## config.mk

```make
export PLATFORM = sky130hd
export DESIGN_NAME = fetchStage
export DESIGN_NICKNAME = d
export VERILOG_FILES = /design/src/design/wiscPkg.sv /design/src/design/fetchStage.sv
export VERILOG_INCLUDE_DIRS = /design/src /design/src/include
export SDC_FILE = /design/constraint.sdc
export NUM_CORES = 2
export LEC_CHECK = 0
export ABC_CLOCK_PERIOD_IN_PS = 8150
export BUFFER_PORTS_ARGS = -buffer_cell sky130_fd_sc_hd__buf_2
export CAP_MARGIN = 30
export CORE_AREA = 2 2 410 716
export DETAILED_ROUTE_END_ITERATION = 8
export DIE_AREA = 0 0 412 718
export PLACE_DENSITY = 0.73
export SETUP_SLACK_MARGIN = 0.2
export SLEW_MARGIN = 5
export SYNTH_ARGS = -nofsm -noshare
export SYNTH_HDL_FRONTEND = slang
export SYNTH_SLANG_ARGS = --single-unit
```

## constraint.sdc

```tcl
create_clock -name clk -period 8.15 [get_ports clk]
set_input_delay 1.2225 -clock clk [delete_from_list [all_inputs] [get_ports clk]]
set_output_delay 1.2225 -clock clk [all_outputs]
set_load 0.02 [all_outputs]
```

## src/include/wisc_defs.svh

```systemverilog
/*
 * sizing macros for the 16-bit core
 * data width, register count, memory depths and address widths
 */
`ifndef WISC_DEFS_SVH
`define WISC_DEFS_SVH

// datapath and instruction word
`define WISC_DATA_W 16

// register file
`define WISC_REG_N 8
`define WISC_REG_AW 3

// instruction memory, word index is pc[8:1]
`define WISC_IMEM_DEPTH 256
`define WISC_IMEM_AW 8

// data memory, word index is addr[8:1]
`define WISC_DMEM_DEPTH 256
`define WISC_DMEM_AW 8

`endif

```

## src/design/wiscPkg.sv

```systemverilog
/*
 * shared types of the core
 * opcode enum, instruction union and its four formats
 * alu op, operand B, destination, writeback and branch selectors
 */
package wiscPkg;

   // major opcode, instr[15:11]
   typedef enum logic [4:0] {
      opHalt  = 5'b00000,
      opJ     = 5'b00100,
      opJal   = 5'b00110,
      opAddi  = 5'b01000,
      opSubi  = 5'b01001,
      opXori  = 5'b01010,
      opAndni = 5'b01011,
      opBeqz  = 5'b01100,
      opBnez  = 5'b01101,
      opSt    = 5'b10000,
      opLd    = 5'b10001,
      opSlbi  = 5'b10010,
      opStu   = 5'b10011,
      opRoli  = 5'b10100,
      opSlli  = 5'b10101,
      opRori  = 5'b10110,
      opSrli  = 5'b10111,
      opLbi   = 5'b11000,
      opShift = 5'b11010, // rol/sll/ror/srl, func in [1:0]
      opAlu   = 5'b11011  // add/sub/xor/andn, func in [1:0]
   } opcodeT;

   typedef struct packed {
      opcodeT     opcode;
      logic [2:0] rs;
      logic [2:0] rd;
      logic [4:0] imm;
   } iFormT;

   typedef struct packed {
      opcodeT     opcode;
      logic [2:0] rs;
      logic [2:0] rt;
      logic [2:0] rd;
      logic [1:0] func;
   } rFormT;

   typedef struct packed {
      opcodeT      opcode;
      logic [10:0] disp;
   } jFormT;

   // lbi, slbi and branches
   typedef struct packed {
      opcodeT     opcode;
      logic [2:0] rs;
      logic [7:0] imm;
   } bFormT;

   typedef union packed {
      iFormT iForm;
      rFormT rForm;
      jFormT jForm;
      bFormT bForm;
   } instrU;

   typedef enum logic [3:0] {
      aluAdd, aluSub, aluXor, aluAndn, aluRol, aluSll, aluRor, aluSrl, aluPassB, aluSlbi
   } aluOpT;

   typedef enum logic [1:0] {bReg, bImm5, bImm8, bImm11} bSrcT;

   typedef enum logic [1:0] {dstRdI, dstRdR, dstRs, dstR7} regDstT;

   typedef enum logic [1:0] {wbAlu, wbMem, wbPc2} wbSelT;

   typedef enum logic [2:0] {brNone, brBeqz, brBnez, brJmp, brJmpReg} brchT;

endpackage

```

## src/design/fetchStage.sv

```systemverilog
/*
 * fetch stage
 * program counter, instruction memory with load port, halt latch
 */
`include "wisc_defs.svh"

module fetchStage (
   input  logic                      clk,
   input  logic                      rstN,
   input  logic                      run,
   input  logic                      progWe,   // one-cycle load strobe
   input  logic [`WISC_IMEM_AW-1:0]  progAddr, // word index
   input  logic [`WISC_DATA_W-1:0]   progData,
   input  logic [`WISC_DATA_W-1:0]   nextPc,
   input  logic                      stop,     // halt or err this cycle
   output wiscPkg::instrU            instr,
   output logic [`WISC_DATA_W-1:0]   pc,
   output logic                      halted
);

   logic [`WISC_DATA_W-1:0] imem [`WISC_IMEM_DEPTH];

   // program load, no back-pressure
   always_ff @(posedge clk) begin
      if (progWe) begin
         imem[progAddr] <= progData;
      end
   end

   always_ff @(posedge clk or negedge rstN) begin
      if (!rstN) begin
         pc     <= '0;
         halted <= 1'b0;
      end else begin
         if (stop) begin
            halted <= 1'b1; // sticky until reset
         end
         // pc stays on the halting instruction
         if (run && !halted && !stop) begin
            pc <= nextPc;
         end
      end
   end

   // byte pc, word memory
   // idle core sees opcode 0 so the decoder stays quiet during the load
   assign instr = run ? imem[pc[`WISC_IMEM_AW:1]] : '0;

endmodule

```

==> After elaboration in Yosys (flattened, before gate mapping) <==
Memory sizes are Yosys's and may differ from the RTL's.
Cells that the tools add are included.
{ "word_totals": {"reg_bits": 17, "ram_bits": 4096, "inputBits": 45, "out_inout_bits": 33, "elab_cells": 10, "mem_count": 1} }
{ "mem_list": {"columns": ["memory", "words", "width", "read_ports", "rd_ports_with_merged_regs", "write_ports", "line", "source"], "rows": [
  ["imem", 256, 16, 1, 0, 1, "fetchStage.sv:21", "logic [`WISC_DATA_W-1:0] imem [`WISC_IMEM_DEPTH];"]
]} }
{ "classes": {"n_mux": 3, "reduce_logical": 4} }
{ "ops": {"columns": ["op", "count"], "rows": [
  ["2-to-1 mux 16 bit", 1],
  ["logical AND 1 bit", 2],
  ["zero test 1 bit", 2],
  ["2-to-1 mux 1 bit", 2]
]} }

==> Logic depth before layout (Yosys ltp) <==
{ "depth": {"depth_word": 3, "mapped_depth": 13, "mapped_depth_nobuf": 7} }

==> Least setup slack after synthesis <==
No wires, ideal clock.
{ "synth_path": {"kind": "reg-to-output", "from": "register pc[1]", "to": "output instr[14] (netlist name)", "arrival_time_ns": 2.674, "required_time_ns": 6.928, "path_slack_ns": 4.254, "path_stages_with_launch": 13, "path_buffers": 6, "cell_sequence": "dfrtp_1 > buf_6 > buf_12 > buf_12 > buf_12 > buf_12 > buf_12 > mux2i_1 > o221ai_2 > o22ai_1 > a222oi_1 > nand4_1 > o31ai_1"} }
{ "synth_lines": {"columns": ["item", "line", "source"], "rows": [
  ["from (decl)", "fetchStage.sv:17", "output logic [`WISC_DATA_W-1:0] pc,"],
  ["from (signal assigned)", "fetchStage.sv:40", "pc <= nextPc;"],
  ["to (decl)", "fetchStage.sv:16", "output wiscPkg::instrU instr,"]
]} }

==> results.sh <==
export IMPL_timing_critical_path_arrival_ns=6.37
export IMPL_clock_edge_transition_at_the_registers_on_the_reported_setup_and_hold_paths_ns=0.07
export IMPL_drc_violations_left=0
export IMPL_cts_buffers=341
export IMPL_worst_setup_path_end_kind="output port"
export IMPL_area_growth_syn_to_layout_pct=11.0
export IMPL_row_count=262
export IMPL_fin_area_mm2=0.176
export IMPL_internal_power_mw=33.3
export IMPL_crit_fanout=40
export IMPL_post_synth_instance_area_mm2=0.159
export IMPL_synth_seq_area_share_pct=77.7
export IMPL_dp_hpwl_um=268000
export IMPL_timing_hold_violations_final=0
export IMPL_globalplace_congestion=0.942
export IMPL_place_worst_setup_slack_ns=1.62
export IMPL_most_frequent_cell_after_synthesis="edfxtp_1"
export IMPL_yosys_area_top_type="edfxtp_1"
export IMPL_hold_path_class="input port to async pin"
export IMPL_grt_antenna_before_repair=33
export IMPL_synth_ff_latch_count=4113
export IMPL_rsz_0062_raised_after_global_routing="false"
export IMPL_critPathLaunchType="flip-flop"
export IMPL_detail_route_wirelength_um=433000
export IMPL_sw_frac_of_total_pct=22.8
export IMPL_avgRoutedWirePerCell_um=36.5
export IMPL_measured_slew_at_the_worst_slew_check_pin_ns=1.36
export IMPL_syn_nets=7350
export IMPL_final_max_slew_violation_count=0
export IMPL_power_sequential_fraction_pct=54.1
export IMPL_crit_start="pc[1]$_DFFE_PN0P_"
export IMPL_cts_hold_repair_buffers=0
export IMPL_dominantRegCellSynth="edfxtp_1"
export IMPL_worst_r2r_path_depth=4
export IMPL_tritoncts="built"
export IMPL_cts_root_buf="clkbuf_16"
export IMPL_crit_reg2reg_launch="pc[3]$_DFFE_PN0P_"
export IMPL_clkSinkCount=4113
export IMPL_post_route_min_period_ns=7.59
export IMPL_synthesis_area_per_instance_um2=21.7
export IMPL_detail_route_vias_per_cell=6.77
export IMPL_ios=78
export IMPL_leakagePower_nw=53.8
export IMPL_insertion_delay_ns=0.91
export IMPL_drive_above_1_share_pct=24.0
export IMPL_global_route_overflow_total=0
export IMPL_yosys_cell_types_count=64
export IMPL_asyncSetResetFlopFracSynth_pct=0.413
export IMPL_power_clock_fraction_pct=37.5
export IMPL_grt_pass1_vias=80488
export IMPL_placedInstanceArea_mm2=0.165
export IMPL_initial_utilization_pct=54.7
export IMPL_outcome="completed"
export IMPL_power_switching_mw=9.85
export IMPL_drt_first_iter_violations=11657
export IMPL_global_route_wire_length_before_repair_um=606000
export IMPL_postSynthCellCount=7305
export IMPL_final_min_period_over_clock_period_pct=93.2
export IMPL_ctsResizeCount=0
export IMPL_design_core_area_mm2=0.290
export IMPL_grt_usage_pct=29.2
export IMPL_route_antenna_remaining_nets=0
export IMPL_post_synth_most_frequent_cells="4096 x edfxtp_1, 811 x mux4_2, 451 x mux2i_1"
export IMPL_fin_ws_ns=0.558
export IMPL_setup_viol=0
export IMPL_place_inst=11223
export IMPL_synthTopCellsByArea="edfxtp_1 77%, mux4_2 11%, mux2i_1 2.8%"
export IMPL_nets=7795
export IMPL_timing_critical_path_required_ns=6.93
export IMPL_post_cts_setup_buffers=0
export IMPL_h_tree_depth=5
export IMPL_timing_fmax_ghz=0.132
export IMPL_grt_max_degree=173
export IMPL_drt_pass1_iter_count=6
export IMPL_ys_warn_count=0
export IMPL_power_share_combinational_pct=8.3
export IMPL_sum_neg_setup_slack_ns=0
export IMPL_die_w_um=412
export IMPL_routed_via_count=80365
export IMPL_cap_violations=0
export IMPL_place_port_buffers=77
export IMPL_synth_top_area_share_pct=77.4
export IMPL_irDropWorstVdd_mv=0.180
export IMPL_clockBufferDepth=4
export IMPL_die_area_mm2=0.296
export IMPL_path_class="flip-flop to output port"
export IMPL_number_of_enable_type_register_cells_in_the_synthesized_netlist=4096
export IMPL_finalNonFillerCells=11874
export IMPL_clock_skew_ns=0.0128
export IMPL_power_per_cell_area_mw_per_mm2=245
export IMPL_slew_headroom_pct=9.29
export IMPL_die_h_um=718
-- final cells by class --
class | count | area, um2
inverter | 5 | 26.3
multi-input combinational | 2751 | 32600
clock buffer | 416 | 9030
timing repair buffer | 538 | 4670
fill | 19594 | 114000
sequential | 4113 | 123000
tap | 3828 | 4790
clock inverter | 187 | 1700
antenna | 36 | 90.1
-- metrics by stage --
step                      hold WS [ns]  total power [mW]  utilization (%)
after detailed placement         0.478              27.3             56.9
after global placement           0.468              27.3             56.7
after global routing             0.324              44.1             60.7
after floorplan                  0.608              25.8                -
after CTS                        0.270              43.2             60.6
final                            0.311              43.2             60.7
-- registers in the layout (all words and copies together), names as in the netlist --
name	flops
halted	1
pc	16
imem	4096
-- path summary, 6_finish.rpt --
| path | end | slack (ns) |
|---|---|---|
| max | instr[7] | 0.56 |
| min | pc[2]$_DFFE_PN0P_ | 0.31 |
| max reg2reg | pc[3]$_DFFE_PN0P_ | 5.30 |
| min reg2reg | halted$_DFFE_PN0P_ | 0.50 |
| max in group asynchronous | pc[3]$_DFFE_PN0P_ | 7.38 |
| min in group clk | halted$_DFFE_PN0P_ | 0.50 |
-- power by group through the flow --
stage	logic (mW)	registers [mW]	clock network [mW]
final	3.60	23.4	16.2
after global routing	3.67	23.3	17.1
after CTS	3.54	23.4	16.3
after detailed placement	3.52	23.8	0
after global placement	3.44	23.8	0
after floorplan	2.04	23.8	0
-- layout by cell type, fill, tap and decap left out, types with 9 or more instances in the layout --
master      instances
a2111oi_0           9
a211oi_1           28
a21oi_1           108
a22oi_1            71
a31oi_1             9
buf_12             24
buf_16             11
buf_2              73
buf_4             390
buf_8              33
bufinv_16          28
clkbuf_1           64
clkbuf_16         350
clkinv_1           75
clkinv_2           56
clkinvlp_4         10
dfrtp_1            12
diode_2            36
edfxtp_1         4096
mux2_2             34
mux2i_1           451
mux4_1             42
mux4_2            811
nand2_1           111
nand3_1            74
nand4_1            38
nor2_1            271
nor2_2             40
nor2b_1            11
nor3_1             96
nor4_1             11
o21ai_0            56
o21ai_1            10
o221ai_1          172
o22ai_1           170
o31ai_1            20
or4_1               9
-- per-layer routing --
layer	global-route usage (%)	share of wire, %	vias to the layer above
met1	34.1	31	42046
met5	0	0.019	-
met4	23.3	9.7	12
met2	48.1	50	5282
met3	4.70	9.4	1187
li1	-	-	31838
-- cells by family (layout without fill, tap and decap cells) --
group / after synthesis / count (layout) / synth area share [%]
AO/OA/AOI/OAI: 706 / 706 / 3.12
buffers and inverters: 441 / 1146 / 1.90
flip-flops: 4113 / 4113 / 77.7
multiplexers: 1338 / 1338 / 15.3
other: 0 / 36 / 0
AND/OR/NAND/NOR: 707 / 707 / 2.00
-- critical path: stages (launching register included) --
cell	delay, ns
dfrtp_4	1.00
buf_4	0.59
buf_4	0.72
mux4_2	0.60
a22oi_1	0.16
nand2_1	0.11
nor3_1	0.88
nor4_1	0.22
buf_2	0.24
o21ai_0	0.17
nand3_1	0.37
buf_2	0.30
Power figures use the tool's default switching activity.
