**src/include/wisc_defs.svh**
```systemverilog
/*
 * sizing macros for the 16-bit core
 * data width, register count, memory depths and address widths
 */
`ifndef WISC_DEFS_SVH
`define WISC_DEFS_SVH

// datapath and instruction word
`define WISC_DATA_W 16

// register file
`define WISC_REG_N 8
`define WISC_REG_AW 3

// instruction memory, word index is pc[8:1]
`define WISC_IMEM_DEPTH 256
`define WISC_IMEM_AW 8

// data memory, word index is addr[8:1]
`define WISC_DMEM_DEPTH 256
`define WISC_DMEM_AW 8

`endif

```
**src/design/wiscPkg.sv**
```systemverilog
/*
 * shared types of the core
 * opcode enum, instruction union and its four formats
 * alu op, operand B, destination, writeback and branch selectors
 */
package wiscPkg;

   // major opcode, instr[15:11]
   typedef enum logic [4:0] {
      opHalt  = 5'b00000,
      opJ     = 5'b00100,
      opJal   = 5'b00110,
      opAddi  = 5'b01000,
      opSubi  = 5'b01001,
      opXori  = 5'b01010,
      opAndni = 5'b01011,
      opBeqz  = 5'b01100,
      opBnez  = 5'b01101,
      opSt    = 5'b10000,
      opLd    = 5'b10001,
      opSlbi  = 5'b10010,
      opStu   = 5'b10011,
      opRoli  = 5'b10100,
      opSlli  = 5'b10101,
      opRori  = 5'b10110,
      opSrli  = 5'b10111,
      opLbi   = 5'b11000,
      opShift = 5'b11010, // rol/sll/ror/srl, func in [1:0]
      opAlu   = 5'b11011  // add/sub/xor/andn, func in [1:0]
   } opcodeT;

   typedef struct packed {
      opcodeT     opcode;
      logic [2:0] rs;
      logic [2:0] rd;
      logic [4:0] imm;
   } iFormT;

   typedef struct packed {
      opcodeT     opcode;
      logic [2:0] rs;
      logic [2:0] rt;
      logic [2:0] rd;
      logic [1:0] func;
   } rFormT;

   typedef struct packed {
      opcodeT      opcode;
      logic [10:0] disp;
   } jFormT;

   // lbi, slbi and branches
   typedef struct packed {
      opcodeT     opcode;
      logic [2:0] rs;
      logic [7:0] imm;
   } bFormT;

   typedef union packed {
      iFormT iForm;
      rFormT rForm;
      jFormT jForm;
      bFormT bForm;
   } instrU;

   typedef enum logic [3:0] {
      aluAdd, aluSub, aluXor, aluAndn, aluRol, aluSll, aluRor, aluSrl, aluPassB, aluSlbi
   } aluOpT;

   typedef enum logic [1:0] {bReg, bImm5, bImm8, bImm11} bSrcT;

   typedef enum logic [1:0] {dstRdI, dstRdR, dstRs, dstR7} regDstT;

   typedef enum logic [1:0] {wbAlu, wbMem, wbPc2} wbSelT;

   typedef enum logic [2:0] {brNone, brBeqz, brBnez, brJmp, brJmpReg} brchT;

endpackage

```
**src/design/ctrlIf.sv**
```systemverilog
/*
 * control word from the instruction decoder
 * decoder drives it, decode stage and execute stage read their parts
 */
interface ctrlIf (
   input logic clk
);
   // consumed in decode
   logic             regWrt;  // register file write
   wiscPkg::regDstT  regDst;  // destination register select
   wiscPkg::bSrcT    bSrc;    // alu operand B source
   logic             zeroExt; // zero extend imm5/imm8
   logic             stuSel;  // store data from the rt/rd register

   // consumed in execute / memory
   wiscPkg::aluOpT   aluOp;
   wiscPkg::brchT    brch;
   logic             memWrt;
   logic             memRd;
   wiscPkg::wbSelT   wbSel;
   logic             halt;    // halt or illegal opcode

   modport decoder (
      input  clk,
      output regWrt, regDst, bSrc, zeroExt, stuSel,
      output aluOp, brch, memWrt, memRd, wbSel, halt
   );

   modport decode (input regWrt, regDst, bSrc, zeroExt, stuSel);

   modport exec (input aluOp, brch, memWrt, memRd, wbSel, halt);

endinterface

```
**src/design/executeMemory.sv**
```systemverilog
/*
 * execute and memory stage
 * alu, branch condition, next pc, data memory, writeback select
 */
`include "wisc_defs.svh"

module executeMemory (
   input  logic                     clk,
   input  logic                     run,
   input  logic                     halted,
   input  logic [`WISC_DATA_W-1:0]  pc,
   input  logic [`WISC_DATA_W-1:0]  opA,
   input  logic [`WISC_DATA_W-1:0]  opB,
   input  logic [`WISC_DATA_W-1:0]  storeData,
   input  logic [`WISC_DATA_W-1:0]  imm,
   ctrlIf.exec                      ctrl,
   output logic [`WISC_DATA_W-1:0]  nextPc,
   output logic [`WISC_DATA_W-1:0]  wbData,
   output logic                     wbEn,
   output logic                     stop,
   output logic                     memWe,
   output logic [`WISC_DATA_W-1:0]  memAddr,
   output logic [`WISC_DATA_W-1:0]  memWrData
);

   localparam int W = `WISC_DATA_W;

   logic [W-1:0]   dmem [`WISC_DMEM_DEPTH];
   logic [W-1:0]   aluOut;
   logic [W-1:0]   rdData;
   logic [W-1:0]   pcPlus2;
   logic [W-1:0]   target;
   logic [2*W-1:0] rotL;
   logic [2*W-1:0] rotR;
   logic [3:0]     shAmt;
   logic           active;
   logic           taken;

   assign active = run & ~halted; // instruction commits this cycle
   assign shAmt  = opB[3:0];
   assign rotL   = {opA, opA} << shAmt; // upper half is the rotate
   assign rotR   = {opA, opA} >> shAmt; // lower half is the rotate

   always_comb begin
      case (ctrl.aluOp)
         wiscPkg::aluAdd:   aluOut = opA + opB; // also load/store address
         wiscPkg::aluSub:   aluOut = opB - opA;
         wiscPkg::aluXor:   aluOut = opA ^ opB;
         wiscPkg::aluAndn:  aluOut = opA & ~opB;
         wiscPkg::aluRol:   aluOut = rotL[2*W-1:W];
         wiscPkg::aluSll:   aluOut = opA << shAmt;
         wiscPkg::aluRor:   aluOut = rotR[W-1:0];
         wiscPkg::aluSrl:   aluOut = opA >> shAmt;
         wiscPkg::aluPassB: aluOut = opB; // lbi
         wiscPkg::aluSlbi:  aluOut = {opA[W-9:0], opB[7:0]};
         default:           aluOut = '0;
      endcase
   end

   // branch resolution, condition on rs only
   always_comb begin
      case (ctrl.brch)
         wiscPkg::brBeqz:   taken = (opA == '0);
         wiscPkg::brBnez:   taken = (opA != '0);
         wiscPkg::brJmp,
         wiscPkg::brJmpReg: taken = 1'b1;
         default:           taken = 1'b0;
      endcase
   end

   assign pcPlus2 = pc + W'(2);
   assign target  = (ctrl.brch == wiscPkg::brJmpReg) ? opA + imm : pcPlus2 + imm;
   assign nextPc  = taken ? target : pcPlus2;

   // word-wide data memory, no reset
   assign memAddr   = aluOut;
   assign memWrData = storeData;
   assign memWe     = active & ctrl.memWrt;

   always_ff @(posedge clk) begin
      if (memWe) begin
         dmem[memAddr[`WISC_DMEM_AW:1]] <= memWrData;
      end
   end

   assign rdData = ctrl.memRd ? dmem[memAddr[`WISC_DMEM_AW:1]] : '0;

   always_comb begin
      case (ctrl.wbSel)
         wiscPkg::wbMem: wbData = rdData;
         wiscPkg::wbPc2: wbData = pcPlus2; // jal link
         default:        wbData = aluOut;  // stu gets its address here
      endcase
   end

   assign wbEn = active;
   assign stop = active & ctrl.halt;

   // once stopped the fetch latch holds and memory stays untouched
   assert property (@(posedge clk) stop |=> halted && !memWe);

endmodule

```
**src/flat_wrapper.sv**
```systemverilog
// flat-port wrapper written by rule: the top's interface ports become plain ports
module executeMemory_flat 
  (clk, run, halted, pc, opA, opB, storeData, imm, nextPc, wbData, wbEn, stop, memWe, memAddr, memWrData, ctrl_aluOp, ctrl_brch, ctrl_memWrt, ctrl_memRd, ctrl_wbSel, ctrl_halt);
  ctrlIf ctrl_i (.clk(clk));
  input  logic clk;
  input  logic run;
  input  logic halted;
  input  logic [`WISC_DATA_W-1:0] pc;
  input  logic [`WISC_DATA_W-1:0] opA;
  input  logic [`WISC_DATA_W-1:0] opB;
  input  logic [`WISC_DATA_W-1:0] storeData;
  input  logic [`WISC_DATA_W-1:0] imm;
  output logic [`WISC_DATA_W-1:0] nextPc;
  output logic [`WISC_DATA_W-1:0] wbData;
  output logic wbEn;
  output logic stop;
  output logic memWe;
  output logic [`WISC_DATA_W-1:0] memAddr;
  output logic [`WISC_DATA_W-1:0] memWrData;
  input wire logic [$bits(ctrl_i.aluOp)-1:0] ctrl_aluOp;
  input wire logic [$bits(ctrl_i.brch)-1:0] ctrl_brch;
  input wire logic [$bits(ctrl_i.memWrt)-1:0] ctrl_memWrt;
  input wire logic [$bits(ctrl_i.memRd)-1:0] ctrl_memRd;
  input wire logic [$bits(ctrl_i.wbSel)-1:0] ctrl_wbSel;
  input wire logic [$bits(ctrl_i.halt)-1:0] ctrl_halt;
  assign ctrl_i.aluOp = ctrl_aluOp;
  assign ctrl_i.brch = ctrl_brch;
  assign ctrl_i.memWrt = ctrl_memWrt;
  assign ctrl_i.memRd = ctrl_memRd;
  assign ctrl_i.wbSel = ctrl_wbSel;
  assign ctrl_i.halt = ctrl_halt;
  executeMemory u_core (.clk(clk), .run(run), .halted(halted), .pc(pc), .opA(opA), .opB(opB), .storeData(storeData), .imm(imm), .ctrl(ctrl_i), .nextPc(nextPc), .wbData(wbData), .wbEn(wbEn), .stop(stop), .memWe(memWe), .memAddr(memAddr), .memWrData(memWrData));
endmodule
```
**config.mk**
```make
export PLATFORM = sky130hd
export DESIGN_NAME = executeMemory_flat
export DESIGN_NICKNAME = d
export VERILOG_FILES = /design/src/design/wiscPkg.sv /design/src/design/ctrlIf.sv /design/src/design/executeMemory.sv /design/src/flat_wrapper.sv
export VERILOG_INCLUDE_DIRS = /design/src /design/src/include
export SDC_FILE = /design/constraint.sdc
export NUM_CORES = 2
export LEC_CHECK = 0
export BUFFER_PORTS_ARGS = -buffer_cell sky130_fd_sc_hd__buf_4
export CAP_MARGIN = 15
export CORE_ASPECT_RATIO = 1.5
export CORE_UTILIZATION = 40
export DETAILED_ROUTE_END_ITERATION = 8
export PLACE_DENSITY_LB_ADDON = 0.05
export SLEW_MARGIN = 20
export SYNTH_ARGS = -nofsm -noshare
export SYNTH_HDL_FRONTEND = slang
export SYNTH_SLANG_ARGS = --single-unit
export TNS_END_PERCENT = 10
```
**constraint.sdc**
```tcl
create_clock -name clk -period 18.9 [get_ports clk]
set_clock_uncertainty 0.15 [all_clocks]
set_input_delay 3.78 -clock clk [delete_from_list [all_inputs] [get_ports clk]]
set_output_delay 3.78 -clock clk [all_outputs]
set_load 0.005 [all_outputs]
```
## Word level (Yosys, flattened, before mapping)

Memory sizes are Yosys's and may differ from the RTL's.
Index checks and enable logic that the tools add are counted.

| word-level totals | value |
|---|---|
| register bits after elaboration | 0 |
| memory bits (writable) | 4096 |
| input port bits | 95 |
| output and inout bits | 67 |
| word-level logic and storage cells | 44 |
| memories kept | 1 |

Memories:

| name | words | width | rd ports | clocked after memory_dff | wr ports | RTL line | RTL |
|---|---|---|---|---|---|---|---|
| u_core.dmem | 256 | 16 | 1 | 0 | 1 | executeMemory.sv:28 | `` logic [W-1:0] dmem [`WISC_DMEM_DEPTH]; `` |

| cells by class | value |
|---|---|
| $add $sub $neg | 5 |
| eq/ne operators | 15 |
| shift-type cells | 4 |
| multiplexer cells | 8 |
| bitwise logic cells | 7 |
| reduce and logical (&&, ||, !) cells | 4 |

Operators with widths:

| cell | number |
|---|---|
| one-hot mux 16 bit (10 select lines) | 1 |
| adder 16 bit | 3 |
| 2-to-1 mux 16 bit | 3 |
| one-hot mux 16 bit (2 select lines) | 1 |
| left shift 32 x 4 -> 32 bit | 1 |
| right shift 32 x 4 -> 16 bit | 1 |
| adder 16 x 2 -> 16 bit, second input constant | 1 |
| AND 16 bit | 1 |
| equality test 4 x 3 -> 1 bit, second input constant | 4 |
| zero test 16 bit | 1 |
| NOT 16 bit | 1 |
| nonzero test 16 bit | 1 |
| left shift 16 x 4 -> 16 bit | 1 |
| right shift 16 x 4 -> 16 bit | 1 |
| subtractor 16 bit | 1 |
| bitwise XOR 16 bit | 1 |
| equality test 4 x 2 -> 1 bit, second input constant | 2 |
| equality test 4 bit, second input constant | 2 |
| equality test 3 x 2 -> 1 bit, second input constant | 2 |
| equality test 4 x 1 -> 1 bit, second input constant | 1 |
| zero test 4 bit | 1 |
| AND 1 bit | 3 |
| equality test 3 x 1 -> 1 bit, second input constant | 1 |
| equality test 3 bit, second input constant | 1 |
| other kinds (6) | 7 |

## Depth between registers and ports, before layout

An unclocked memory read counts as a cell.

| depth | value |
|---|---|
| depth in word-level cells | 6 |
| gate-level depth with buffers | 28 |
| depth with buffers taken out | 19 |

## Worst setup path after synthesis

Ideal clock, no wire load.

| timing path | value |
|---|---|
| path kind | input-to-output |
| start | input ctrl_aluOp[0] |
| end | output wbData[5] |
| arrival time | 8.814 ns |
| data required time | 14.970 ns |
| path slack | 6.156 ns |
| cell stages on the path | 24 |
| path buffers | 8 |
| path through | buf_2 -> clkbuf_1 -> clkbuf_1 -> clkbuf_1 -> clkbuf_1 -> nand2_1 -> a21o_1 -> fa_1 -> nor2b_1 -> a211oi_1 -> o21ai_0 -> nand3_4 -> nor3_4 -> inv_4 -> buf_6 -> buf_6 -> buf_6 -> mux2i_1 -> a22oi_1 -> a31oi_1 -> or4_1 -> nor4_1 -> o2111ai_1 -> a22oi_1 |

| between the ends | value |
|---|---|
| longest elaborated chain between the ends | 5 |
| elaborated cells on any way between the ends | 14 |
| classes of those cells | eq/ne: 9; mux: 3; reduce/logical: 1; memory: 1 |

RTL lines:

| element | RTL line | RTL |
|---|---|---|
| from (decl) | flat_wrapper.sv:20 | `input wire logic [$bits(ctrl_i.aluOp)-1:0] ctrl_aluOp;` |
| equality test 4 bit, or another cell as far along | executeMemory.sv:45 | `case (ctrl.aluOp)` |
| one-hot mux 16 bit (10 select lines) (*) | executeMemory.sv:45 |  |
| memory (256 x 16 bit) | - |  |
| 2-to-1 mux 16 bit | executeMemory.sv:86 | `` assign rdData = ctrl.memRd ? dmem[memAddr[`WISC_DMEM_AW:1]] : '0; `` |
| one-hot mux 16 bit (2 select lines) (*) | executeMemory.sv:89 | `case (ctrl.wbSel)` |
| to (decl) | flat_wrapper.sv:14 | `` output logic [`WISC_DATA_W-1:0] wbData; `` |

Every way passes the cells marked *; elsewhere a longest branch is shown, timed or not.

## Worst setup path after layout

| timing path | value |
|---|---|
| start | input opB[0] |
| end | output wbData[12] |

| between the ends | value |
|---|---|
| longest elaborated chain between the ends | 5 |
| elaborated cells on any way between the ends | 10 |
| classes of those cells | add/sub: 2; shift: 4; mux: 3; memory: 1 |

RTL lines:

| element | RTL line | RTL |
|---|---|---|
| from (decl) | flat_wrapper.sv:10 | `` input logic [`WISC_DATA_W-1:0] opB; `` |
| subtractor 16 bit, or another cell as far along | executeMemory.sv:47 | `wiscPkg::aluSub: aluOut = opB - opA;` |
| one-hot mux 16 bit (10 select lines) (*) | executeMemory.sv:45 |  |
| memory (256 x 16 bit) | - |  |
| 2-to-1 mux 16 bit | executeMemory.sv:86 |  |
| one-hot mux 16 bit (2 select lines) (*) | executeMemory.sv:89 |  |

Marked as above.

==> results.json <==
{
  "cp.arrival_ns": 12.52,
  "vdd_drop_max_uv": 82.2,
  "drive_gt1_frac": 0.136,
  "place_ws_ns": 2.71,
  "syn_nets": 12149,
  "routed_wirelength_microns": 699000,
  "io_buffers": 161,
  "io_pins": 162,
  "grt_pass1_wl_microns": 939000,
  "finalSetupViolCount": 0,
  "track_usage": 0.322,
  "cp_max_fo": 161,
  "cts_tree": "built",
  "ys_seq_area_frac": 0.731,
  "fin_crit_sh": 0.870,
  "required_ns": 14.97,
  "h-tree-depth": 5,
  "num_rows": 291,
  "slew_violations": 0,
  "cts_buffers": 399,
  "grt_max_degree": 162,
  "drt_iter0_drc": 14402,
  "grt_pass1_vias": 107317,
  "wl_per_cell_microns": 38.5,
  "cp-end-kind": "output port",
  "via_per_inst": 6.16,
  "clk_pin_slew_ns": 0.07,
  "syn-cell-area_sq_um": 168000,
  "yosysWarnings": 0,
  "post-route-min-period_ns": 16.45,
  "cts_resized": 0,
  "layout_commonest_cell": "edfxtp_1",
  "antenna_found_initial": 42,
  "core_sq_um": 419000,
  "final_cell_mix": "edfxtp_1, nand2_1, nand3_1, buf_4, mux2i_1",
  "rsz0062_at_grt": "no",
  "dieArea_sq_um": 423000,
  "fmax_mhz": 60.8,
  "start_util": 0.402,
  "fin_ws_ns": 2.45,
  "synthArstFlopShare": 0,
  "worstSetupPathType": "in2out",
  "post-cts-setup-buffers": 0,
  "clock_sinks": 4096,
  "hp-class": "in2reg",
  "synth-edff-count": 4096,
  "slew_headroom": 0.105,
  "ant_nets": 0,
  "drcViolationCount": 0,
  "syn2layout_area_growth_pct": 13.5,
  "fin_setup_tns_ns": 0,
  "gp_congestion": 0.910,
  "holdBufCountCts": 0,
  "die-height_microns": 796,
  "power-per-cell-area_nw_per_um2": 110,
  "tightest_slew_ns": 1.34,
  "ys_types": 97,
  "netlist_instances": 12003,
  "dr.pass1.iters": 6,
  "largest_reg_flops": 4096,
  "ys.flop_type": "edfxtp_1",
  "hold_violations": 0,
  "ctsLongestPathBuffers": 4,
  "start_kind": "primary input",
  "ys_ff_latch": 4096,
  "status": "completed",
  "dp_hpwl_microns": 423000,
  "vias": 111898,
  "nets": 12397,
  "fp.dieW_microns": 531,
  "overflow": 0,
  "root_buffer": "clkbuf_16",
  "drv_cap": 0,
  "nFillCells": 37365,
  "p_leak_nw": 62.1,
  "postSynthAreaPerCell_sq_um": 14.0
}
Yosys cell counts (98+ instances only):
cell type	count	area (sq um)
a211oi_1	175	1310
a21oi_1	170	851
a22oi_1	98	736
a311oi_1	170	1490
a31oi_1	228	1430
a32oi_1	196	1720
buf_2	409	2050
buf_4	144	1080
clkbuf_1	241	905
edfxtp_1	4096	123000
mux2i_1	618	6190
nand2_1	2740	10300
nand3_1	934	4670
nand4_1	134	838
nor2_1	390	1460
o21ai_0	117	586
o31a_1	121	1060
metal layers:
layer / wire length [microns] / up-vias / global-route usage / share of wire
met4: 50500 / 16 / 0.205 / 0.072
met5: 93 / - / 0 / 0.00013
li1: - / 46360 / - / -
met2: 338000 / 5575 / 0.536 / 0.48
met1: 259000 / 58638 / 0.391 / 0.37
met3: 51800 / 1309 / 0.0524 / 0.074
worst paths after layout:
kind                    startpoint             endpoint  slack [ns]  cells after the start
worst min-delay path  storeData[1]  u_core.dmem[164][1]        2.97                      1
worst max-delay path        opB[0]           wbData[12]        2.45                     20
critical path, stage by stage:
cell and delay (ns):
buf_4 0.48, inv_1 0.57, ha_1 0.50, fa_1 0.46, nor2b_1 0.14, a211oi_1 0.33, o21ai_0 0.24, nand3_4 0.44
nor3_4 0.10, buf_4 0.25, inv_16 0.65, buf_12 0.63, nand2_1 0.12, nand3_1 0.11, nand4_1 0.23, o21ai_0 0.97
nand4_1 0.85, o211ai_1 0.71, a21o_1 0.40, buf_4 0.17
cells by family (layout without fill, tap and decap cells):
group	Yosys count	count (layout)	synth area share
multiplexers	688	688	0.0430
other	0	22	0
AO/OA/AOI/OAI	1700	1700	0.0763
adder cells (fa/ha/maj)	51	51	0.00388
AND/OR/NAND/NOR	4472	4472	0.114
flip-flops	4096	4096	0.731
XOR/XNOR	50	50	0.00260
buffers and inverters	946	1517	0.0289
through the flow:
stage	hold WS (ns)	util	std cells	power, mW	area, sq um
after floorplan	3.73	-	12003	11.6	168000
after global placement	4.00	0.425	17404	13.1	178000
after detailed placement	4.00	0.425	17416	13.1	178000
after CTS	2.89	0.456	18140	21.1	191000
after global routing	2.94	0.456	18149	21.4	191000
final	2.97	0.456	18163	21.0	191000
power breakdown:
part	leakage, nW	switching (mW)	internal, mW	total [mW]
Combinational	19.1	2.26	0.701	2.97
Sequential	36.8	0.00294	10.0	10.0
Clock	6.18	3.55	4.47	8.02
cell type report:
cell class                 instances  area [sq um]  area share
sequential                      4096        123000       0.644
multi-input combinational       6961         41600       0.218
clock buffer                     495         10600      0.0555
tap                             5567          6970      0.0365
timing repair buffer             734          6300      0.0330
clock inverter                   229          2090      0.0109
inverter                          59           259     0.00136
antenna                           22          55.1    0.000288
Note: power is estimated with default switching activity, not from simulation.
